**config.mk**
```make
export PLATFORM = sky130hd
export DESIGN_NAME = fdd_top
export DESIGN_NICKNAME = d
export VERILOG_FILES = /design/src/source/bus_pkg.sv /design/src/source/fdd_pkg.sv /design/src/source/fdd_top.sv /design/src/source/vy0010.sv /design/src/source/wd_core.sv /design/src/source/sd_request.sv /design/src/source/sector_buffer.sv
export SDC_FILE = /design/constraint.sdc
export NUM_CORES = 2
export LEC_CHECK = 0
export BUFFER_PORTS_ARGS = -buffer_cell sky130_fd_sc_hd__buf_4
export CAP_MARGIN = 40
export CORE_ASPECT_RATIO = 0.8
export CORE_MARGIN = 4
export CORE_UTILIZATION = 42
export CTS_BUF_LIST = sky130_fd_sc_hd__clkbuf_4 sky130_fd_sc_hd__clkbuf_8
export DETAILED_ROUTE_END_ITERATION = 8
export MAX_ROUTING_LAYER = met4
export PLACE_DENSITY = 0.61
export SYNTH_ARGS = -nofsm -noshare
export SYNTH_HDL_FRONTEND = slang
export SYNTH_SLANG_ARGS = --single-unit
```
**constraint.sdc**
```tcl
create_clock -name cpu_bus -period 7 [get_ports cpu_bus]
set_input_delay 2.1 -clock cpu_bus [delete_from_list [all_inputs] [get_ports cpu_bus]]
set_output_delay 2.1 -clock cpu_bus [all_outputs]
set_load 0.005 [all_outputs]
```
**src/source/bus_pkg.sv**
```systemverilog
package bus_pkg;

// Device select on the CPU bus.
localparam logic [3:0] dev_vy0010     = 4'd5;
localparam logic [1:0] dev_num_vy0010 = 2'd0;

// ==================================================
// Adapter window
// ==================================================

// Controller registers sit at base to base + 3.
localparam logic [13:0] addr_wd_base = 14'h3FF8;
localparam logic [13:0] addr_side    = 14'h3FFC;
localparam logic [13:0] addr_drive   = 14'h3FFD;
localparam logic [13:0] addr_unused  = 14'h3FFE;
localparam logic [13:0] addr_status  = 14'h3FFF;

endpackage

```
**src/source/fdd_pkg.sv**
```systemverilog
package fdd_pkg;

// ==================================================
// Controller commands
// ==================================================

// Upper nibble of the command byte.
localparam logic [3:0] cmd_restore     = 4'h0;
localparam logic [3:0] cmd_seek        = 4'h1;
localparam logic [3:0] cmd_read_sector = 4'h8;

// ==================================================
// Disk geometry
// ==================================================

localparam int sector_bytes      = 512;
localparam int sectors_per_track = 9;

// Images up to this size hold one side only.
localparam logic [19:0] single_side_limit = 20'h5A000;

// Status byte, read as Type I or Type II depending on the last command.
typedef union packed {
   struct packed {
      logic not_ready;
      logic write_protect;
      logic head_loaded;
      logic seek_error;
      logic crc_error;
      logic track0;
      logic index;
      logic busy;
   } t1;
   struct packed {
      logic not_ready;
      logic write_protect;
      logic record_type;
      logic record_not_found;
      logic crc_error;
      logic lost_data;
      logic drq;
      logic busy;
   } t2;
} fdc_status_u;

endpackage
```
**src/source/fdd_top.sv**
```systemverilog
module fdd_top #(
   parameter int step_cycles = 8
) (
   input  logic        cpu_bus,
   input  logic        reset,
   input  logic        clk_en,
   input  logic [3:0]  dev_typ,
   input  logic [1:0]  dev_num,
   input  logic [13:0] addr,
   input  logic [7:0]  wr_data,
   input  logic        rd,
   input  logic        wr,
   input  logic        img_mounted,
   input  logic [31:0] img_size,
   input  logic        img_readonly,
   input  logic        sd_ack,
   input  logic [8:0]  sd_buff_addr,
   input  logic [7:0]  sd_buff_data,
   input  logic        sd_buff_wr,
   output logic [7:0]  data,
   output logic        output_rq,
   output logic [31:0] sd_lba,
   output logic        sd_rd
);

logic wd_sel;
logic ready;
logic side;
logic layout;
logic write_protect;
logic [7:0] wd_data;
logic drq;
logic intrq;
logic start;
logic done;
logic [7:0] track;
logic [7:0] sector;
logic [8:0] rd_addr;
logic [7:0] rd_byte;

vy0010 adapter (
   .cpu_bus(cpu_bus), .reset(reset), .dev_typ(dev_typ), .dev_num(dev_num),
   .addr(addr), .wr_data(wr_data), .rd(rd), .wr(wr),
   .img_mounted(img_mounted), .img_size(img_size), .img_readonly(img_readonly),
   .wd_data(wd_data), .drq(drq), .intrq(intrq),
   .data(data), .output_rq(output_rq), .wd_sel(wd_sel), .ready(ready),
   .side(side), .layout(layout), .write_protect(write_protect)
);

wd_core #(.step_cycles(step_cycles)) fdc (
   .cpu_bus(cpu_bus), .reset(reset), .clk_en(clk_en), .wd_sel(wd_sel),
   .reg_addr(addr[1:0]), .rd(rd), .wr(wr), .wr_data(wr_data),
   .ready(ready), .side(side), .layout(layout), .write_protect(write_protect),
   .done(done), .rd_byte(rd_byte),
   .wd_data(wd_data), .drq(drq), .intrq(intrq), .start(start),
   .track(track), .sector(sector), .rd_addr(rd_addr)
);

sd_request sd_req (
   .cpu_bus(cpu_bus), .reset(reset), .start(start), .track(track),
   .sector(sector), .side(side), .layout(layout), .sd_ack(sd_ack),
   .sd_lba(sd_lba), .sd_rd(sd_rd), .done(done)
);

sector_buffer buffer (
   .cpu_bus(cpu_bus), .sd_buff_addr(sd_buff_addr), .sd_buff_data(sd_buff_data),
   .sd_buff_wr(sd_buff_wr), .rd_addr(rd_addr), .rd_byte(rd_byte)
);

endmodule

```
**src/source/vy0010.sv**
```systemverilog
module vy0010 (
   input  logic        cpu_bus,
   input  logic        reset,
   input  logic [3:0]  dev_typ,
   input  logic [1:0]  dev_num,
   input  logic [13:0] addr,
   input  logic [7:0]  wr_data,
   input  logic        rd,
   input  logic        wr,
   input  logic        img_mounted,
   input  logic [31:0] img_size,
   input  logic        img_readonly,
   input  logic [7:0]  wd_data,
   input  logic        drq,
   input  logic        intrq,
   output logic [7:0]  data,
   output logic        output_rq,
   output logic        wd_sel,
   output logic        ready,
   output logic        side,
   output logic        layout,
   output logic        write_protect
);

logic dev_hit;
logic win;
logic side_sel;
logic drive_sel;
logic status_sel;
logic [7:0] side_reg;
logic [7:0] drive_reg;
logic mounted = 1'b0;

// ==================================================
// Address decode
// ==================================================

assign dev_hit    = (dev_typ == bus_pkg::dev_vy0010) && (dev_num == bus_pkg::dev_num_vy0010);
assign win        = dev_hit && (addr[13:4] == bus_pkg::addr_wd_base[13:4]);
assign wd_sel     = win && (addr[3:2] == 2'd2);
assign side_sel   = dev_hit && (addr == bus_pkg::addr_side);
assign drive_sel  = dev_hit && (addr == bus_pkg::addr_drive);
assign status_sel = dev_hit && (addr == bus_pkg::addr_status);

always_ff @(posedge cpu_bus) begin
   if (reset) begin
      side_reg  <= 8'd0;
      drive_reg <= 8'd0;
   end else if (wr) begin
      if (side_sel)
         side_reg <= wr_data;
      if (drive_sel)
         drive_reg <= wr_data;
   end
end

// Image state follows the mount strobe only.
always_ff @(posedge cpu_bus) begin
   if (img_mounted) begin
      mounted       <= (img_size != 32'd0);
      layout        <= (img_size <= {12'd0, fdd_pkg::single_side_limit});
      write_protect <= img_readonly;
   end
end

assign side  = side_reg[0];
assign ready = mounted & drive_reg[7] & ~drive_reg[0];

// Read mux. Status bits are active low.
// The unused address reads as 0xFF.
always_comb begin
   output_rq = win & rd;
   data      = 8'hFF;
   if (status_sel)
      data = {~drq, ~intrq, 6'b111111};
   else if (side_sel)
      data = side_reg;
   else if (drive_sel)
      data = drive_reg & 8'hFB;
   else if (wd_sel)
      data = wd_data;
end

a_rd_wr_exclusive: assert property (@(posedge cpu_bus) disable iff (reset) !(rd && wr));

endmodule

```
**src/source/wd_core.sv**
```systemverilog
module wd_core #(
   parameter int step_cycles = 8
) (
   input  logic       cpu_bus,
   input  logic       reset,
   input  logic       clk_en,
   input  logic       wd_sel,
   input  logic [1:0] reg_addr,
   input  logic       rd,
   input  logic       wr,
   input  logic [7:0] wr_data,
   input  logic       ready,
   input  logic       side,
   input  logic       layout,
   input  logic       write_protect,
   input  logic       done,
   input  logic [7:0] rd_byte,
   output logic [7:0] wd_data,
   output logic       drq,
   output logic       intrq,
   output logic       start,
   output logic [7:0] track,
   output logic [7:0] sector,
   output logic [8:0] rd_addr
);

localparam int cnt_w = (step_cycles > 1) ? $clog2(step_cycles) : 1;
localparam logic [1:0] st_idle = 2'd0;
localparam logic [1:0] st_step = 2'd1;
localparam logic [1:0] st_wait = 2'd2;
localparam logic [1:0] st_xfer = 2'd3;

logic [1:0] state;
fdd_pkg::fdc_status_u status;
logic [7:0] data_reg;
logic [7:0] seek_target;
logic [7:0] next_track;
logic [cnt_w-1:0] step_cnt;
logic [8:0] byte_idx;
logic [3:0] cmd;
logic cmd_wr;
logic data_rd;
logic status_rd;
logic step_end;
logic sector_ok;

assign cmd       = wr_data[7:4];
assign cmd_wr    = wd_sel & wr & (reg_addr == 2'd0) & (state == st_idle);
assign data_rd   = wd_sel & rd & (reg_addr == 2'd3);
assign status_rd = wd_sel & rd & (reg_addr == 2'd0);
assign step_end  = clk_en & (step_cnt == cnt_w'(step_cycles - 1));

// Side 1 does not exist on a single-sided image.
assign sector_ok = (sector >= 8'd1) && (sector <= 8'(fdd_pkg::sectors_per_track))
                   && !(layout && side);
assign start = cmd_wr & (cmd == fdd_pkg::cmd_read_sector) & ready & sector_ok;

assign next_track = (track < seek_target) ? track + 8'd1 :
                    (track > seek_target) ? track - 8'd1 : track;

assign drq     = status.t2.drq;
assign rd_addr = byte_idx;

always_comb begin
   case (reg_addr)
      2'd0:    wd_data = status;
      2'd1:    wd_data = track;
      2'd2:    wd_data = sector;
      default: wd_data = (state == st_xfer) ? rd_byte : data_reg;
   endcase
end

always_ff @(posedge cpu_bus) begin
   if (wd_sel && wr && reg_addr == 2'd3)
      data_reg <= wr_data;
   if (cmd_wr)
      seek_target <= (cmd == fdd_pkg::cmd_seek) ? data_reg : 8'd0;
end

// ==================================================
// Command FSM
// ==================================================

always_ff @(posedge cpu_bus) begin
   if (reset) begin
      state    <= st_idle;
      status   <= '0;
      track    <= 8'd0;
      sector   <= 8'd0;
      intrq    <= 1'b0;
      byte_idx <= 9'd0;
      step_cnt <= '0;
   end else begin
      if (status_rd)
         intrq <= 1'b0;
      if (wd_sel && wr && state == st_idle) begin
         if (reg_addr == 2'd1)
            track <= wr_data;
         if (reg_addr == 2'd2)
            sector <= wr_data;
      end
      if (cmd_wr) begin
         intrq    <= 1'b0;
         step_cnt <= '0;
         if (cmd == fdd_pkg::cmd_restore || cmd == fdd_pkg::cmd_seek) begin
            state     <= st_step;
            status.t1 <= '{not_ready: ~ready, write_protect: write_protect,
                           head_loaded: 1'b0, seek_error: 1'b0, crc_error: 1'b0,
                           track0: (track == 8'd0), index: 1'b0, busy: 1'b1};
         end else if (cmd == fdd_pkg::cmd_read_sector) begin
            status.t2 <= '{not_ready: ~ready, write_protect: write_protect,
                           record_type: 1'b0, record_not_found: ready & ~sector_ok,
                           crc_error: 1'b0, lost_data: 1'b0, drq: 1'b0, busy: start};
            if (start)
               state <= st_wait;
            else
               intrq <= 1'b1;
            // Not ready also flags the record as missing.
            if (!ready)
               status.t2.record_not_found <= 1'b1;
         end
      end
      case (state)
         st_step: begin
            if (step_end) begin
               step_cnt <= '0;
               track    <= next_track;
               if (next_track == seek_target) begin
                  state               <= st_idle;
                  status.t1.busy      <= 1'b0;
                  status.t1.track0    <= (next_track == 8'd0);
                  status.t1.not_ready <= ~ready;
                  intrq               <= 1'b1;
               end
            end else if (clk_en) begin
               step_cnt <= step_cnt + 1'b1;
            end
         end
         st_wait: begin
            if (done) begin
               state         <= st_xfer;
               status.t2.drq <= 1'b1;
               byte_idx      <= 9'd0;
            end
         end
         st_xfer: begin
            if (data_rd) begin
               if (byte_idx == 9'(fdd_pkg::sector_bytes - 1)) begin
                  state          <= st_idle;
                  status.t2.drq  <= 1'b0;
                  status.t2.busy <= 1'b0;
                  intrq          <= 1'b1;
               end else begin
                  byte_idx <= byte_idx + 9'd1;
               end
            end
         end
         default: ;
      endcase
   end
end

a_drq_busy: assert property (@(posedge cpu_bus) disable iff (reset)
   drq |-> status.t2.busy);

// A finished block only arrives while the core waits for it.
a_done_in_wait: assert property (@(posedge cpu_bus) disable iff (reset)
   done |-> (state == st_wait));

endmodule

```
**src/source/sd_request.sv**
```systemverilog
module sd_request (
   input  logic        cpu_bus,
   input  logic        reset,
   input  logic        start,
   input  logic [7:0]  track,
   input  logic [7:0]  sector,
   input  logic        side,
   input  logic        layout,
   input  logic        sd_ack,
   output logic [31:0] sd_lba,
   output logic        sd_rd,
   output logic        done
);

logic [31:0] cyl;
logic ack_q;

// Double-sided images interleave the sides per track.
assign cyl = layout ? {24'd0, track} : {23'd0, track, side};

always_ff @(posedge cpu_bus) begin
   if (start)
      sd_lba <= cyl * 32'(fdd_pkg::sectors_per_track) + {24'd0, sector} - 32'd1;
end

always_ff @(posedge cpu_bus) begin
   if (reset) begin
      sd_rd <= 1'b0;
      ack_q <= 1'b0;
   end else begin
      ack_q <= sd_ack;
      if (start)
         sd_rd <= 1'b1;
      else if (sd_ack)
         sd_rd <= 1'b0;
   end
end

// Transfer ends on the falling ack.
assign done = ack_q & ~sd_ack;

// The card only answers an open request.
a_ack_after_rd: assert property (@(posedge cpu_bus) disable iff (reset)
   $rose(sd_ack) |-> sd_rd);

endmodule

```
**src/source/sector_buffer.sv**
```systemverilog
module sector_buffer (
   input  logic       cpu_bus,
   input  logic [8:0] sd_buff_addr,
   input  logic [7:0] sd_buff_data,
   input  logic       sd_buff_wr,
   input  logic [8:0] rd_addr,
   output logic [7:0] rd_byte
);

logic [7:0] mem [fdd_pkg::sector_bytes];

// Filled by the card, one byte per strobe.
always_ff @(posedge cpu_bus) begin
   if (sd_buff_wr)
      mem[sd_buff_addr] <= sd_buff_data;
end

// Read is asynchronous so the CPU sees the byte in the same cycle.
assign rd_byte = mem[rd_addr];

endmodule

```
==> impl_metrics.tcl <==
set metrics [dict create \
    max_freq_mhz 144 \
    hpwl_um 283000 \
    synth_top_flop_cell "edfxtp_1" \
    route.detailed.drc 0 \
    antenna_found_initial 36 \
    finClkSkew_ps 72.0 \
    area_growth_pct 14.1 \
    yosys_warnings 0 \
    fin_util_pct 48.3 \
    hold_buffers 0 \
    irDropWorstVdd_v 0.000203 \
    synthMostInstantiatedCell "edfxtp_1" \
    clockBufferDepth 4 \
    cp-start-kind "flip-flop" \
    status "completed" \
    numCtsBuffers 630 \
    ant_nets 0 \
    p_leak_nw 56.9 \
    crit_fanout 18 \
    synth_edf_count 4142 \
    vias_per_cell 5.95 \
    hold_viol_final 0 \
    initial_utilization_pct 42.3 \
    worst_slew_pin_slew_ps 1090 \
    final-instance-count-excl-fill 14700 \
    largest_register_ffs 4096 \
    rows 205 \
    core_mm2 0.391 \
    period_share_pct 99.3 \
    post-place-cells 13500 \
    grt_max_degree 181 \
    grt_usage_pct 22.8 \
    io_buffers 127 \
    vias 87200 \
    setup_viol 0 \
    grt_pass1_wl_um 642000 \
    place_congestion 0.897 \
    clockRootBuffer "clkbuf_8" \
    drtIter0Drc 11800 \
    crit_required_ps 4900 \
    synth_top_area_share_pct 75.3 \
    crit_type "reg2out" \
    synth_fp_nets 8428 \
    synth_seq_cells 4205 \
    die-width_um 709 \
    synth_area_leaders "edfxtp_1 75%, mux4_2 11%, mux2i_1 3.7%, nor2_1 1.4%, dfxtp_1 0.76%" \
    synth.distinct_cells 96 \
    max-slew-margin-rel_pct 27.4 \
    dieArea_mm2 0.403 \
    end_kind "output port" \
    p_per_area_mw_per_mm2 255 \
    synthCells 8282 \
    synth_area_mm2 0.165 \
    period_needed_ps 6950 \
    htreeDepth 6 \
    wl_per_cell_um 31.1 \
    synth_top_cell_by_area "edfxtp_1" \
    ys_seq_area_share_pct 76.1 \
    avgSynthCellArea_um2 19.9 \
    clkSinkCount 4205 \
    wl_um 456000 \
    drt_pass1_iterations 7 \
    layout.nets 9144 \
    grt_pass1_vias 86200 \
    maxCapViolCount 0 \
    hold_depth 2 \
    synth_commonest_cells "4,142 x edfxtp_1, 818 x mux4_2, 629 x nor2_1" \
    grt_remaining_overflow 0 \
    synth-async-reset-ratio_pct 0 \
    clk_pin_slew_ps 70 \
    clk_latency_ps 1110 \
    cts_tree "done" \
    ff2ff_path_depth 16 \
    regMostFlops "buffer.mem" \
    die_h_um 569 \
    layout-drive-gt1-share_pct 26.6 \
    maxSlewViolCount 0 \
    io_pins 128 \
    hold_class "reg2reg" \
    critPathArrivalTime_ps 4850 \
]
## layer usage
layer / routed length (um) / vias to the layer above / part of all wire, % / GRT usage (%)
met1: 191000 / 45800 / 42 / 32.8
met2: 202000 / 4860 / 44 / 32.4
li1: - / 35800 / - / -
met3: 51500 / 697 / 11 / 5.95
met5: 0 / - / 0 / -
met4: 11900 / 0 / 2.6 / 5.85
## worst paths after layout
path	from	to	slack, ps
worst min-delay path	fdc.status[4]	fdc.status[4]	460
worst min register to register	fdc.status[4]	fdc.status[4]	460
worst max register to register	fdc.track[4]	sd_req.sd_lba[14]	1450
worst max-delay path	flip-flop	data[2]	50
## critical path: stages, from the launching register on
cell and delay, ps:
dfxtp_4 520, and2_4 330, buf_4 160, nand3b_1 150, buf_4 210, buf_6 220, o22ai_1 420, nor4_2 150
a31oi_1 700, nor2_1 110, nand3_1 110, nand3_1 90, buf_4 190, o21ai_4 200, buf_4 150
## repair_timing
action,CTS,global route
cloned,15,4
resized for setup,120,40
endpoints found under the setup margin,8,8
pin swaps,13,13
buffers inserted,20,19
## power breakdown
part / internal [mW] / switching [mW] / leakage [nW]
combinational: 0.0962 / 0.574 / 12.8
clock: 10.2 / 9.59 / 6.33
sequential: 27.7 / 0.00875 / 37.7
## logic make-up after synthesis
family                   count (synthesis)  share of synthesized area (%)
flip-flops                            4205                           76.1
multiplexers                          1438                           14.9
AND/OR/NAND/NOR                       1086                           2.97
AO/OA/AOI/OAI                          910                           3.73
buffers and inverters                  558                           1.66
adder cells (fa/ha/maj)                 60                          0.518
XOR/XNOR                                25                          0.141
## cell type report
class	instances	area (um2)
Tap cell	5175	6470
Inverter	53	200
Clock inverter	274	1840
Clock buffer	836	10300
Antenna cell	10	25.0
Sequential cell	4205	126000
Timing Repair Buffer	588	6520
Multi-Input combinational cell	3520	37500
Fill cell	31700	202000
## metrics by stage
| stage | area (um2) | worst slack, ps | total power, mW | hold slack, ps | TNS (ps) |
|---|---|---|---|---|---|
| CTS | 188000 | -11.9 | 48.4 | 463 | -18.9 |
| floorplan | 165000 | 811 | 28.3 | 431 | 0 |
| detailed placement | 174000 | -220 | 28.9 | 454 | -280 |
| global route | 188000 | -25.5 | 49.7 | 484 | -26.1 |
| global placement | 174000 | -337 | 28.8 | 453 | -518 |
| finish | 188000 | 47.6 | 48.1 | 459 | 0 |
## placed cells by master (no fill, tap or decap), types with 40 or more instances in the layout
master / netlist / layout
nor4_1: 57 / 40
nand2_1: 153 / 135
clkbuf_8: 0 / 640
a31oi_1: 56 / 44
a21oi_1: 170 / 165
clkinv_2: 0 / 44
ha_1: 46 / 46
buf_4: 68 / 418
nand3_1: 53 / 45
o21ai_0: 93 / 87
clkbuf_4: 0 / 196
o22ai_1: 171 / 162
mux4_2: 818 / 818
a211oi_1: 43 / 40
nor2_1: 629 / 622
a221oi_1: 79 / 77
mux2i_1: 615 / 611
a22oi_1: 167 / 163
dfxtp_1: 63 / 57
inv_1: 52 / 52
buf_12: 0 / 79
clkinv_1: 0 / 164
edfxtp_1: 4142 / 4142
Note: power is estimated with default switching activity, not from simulation.
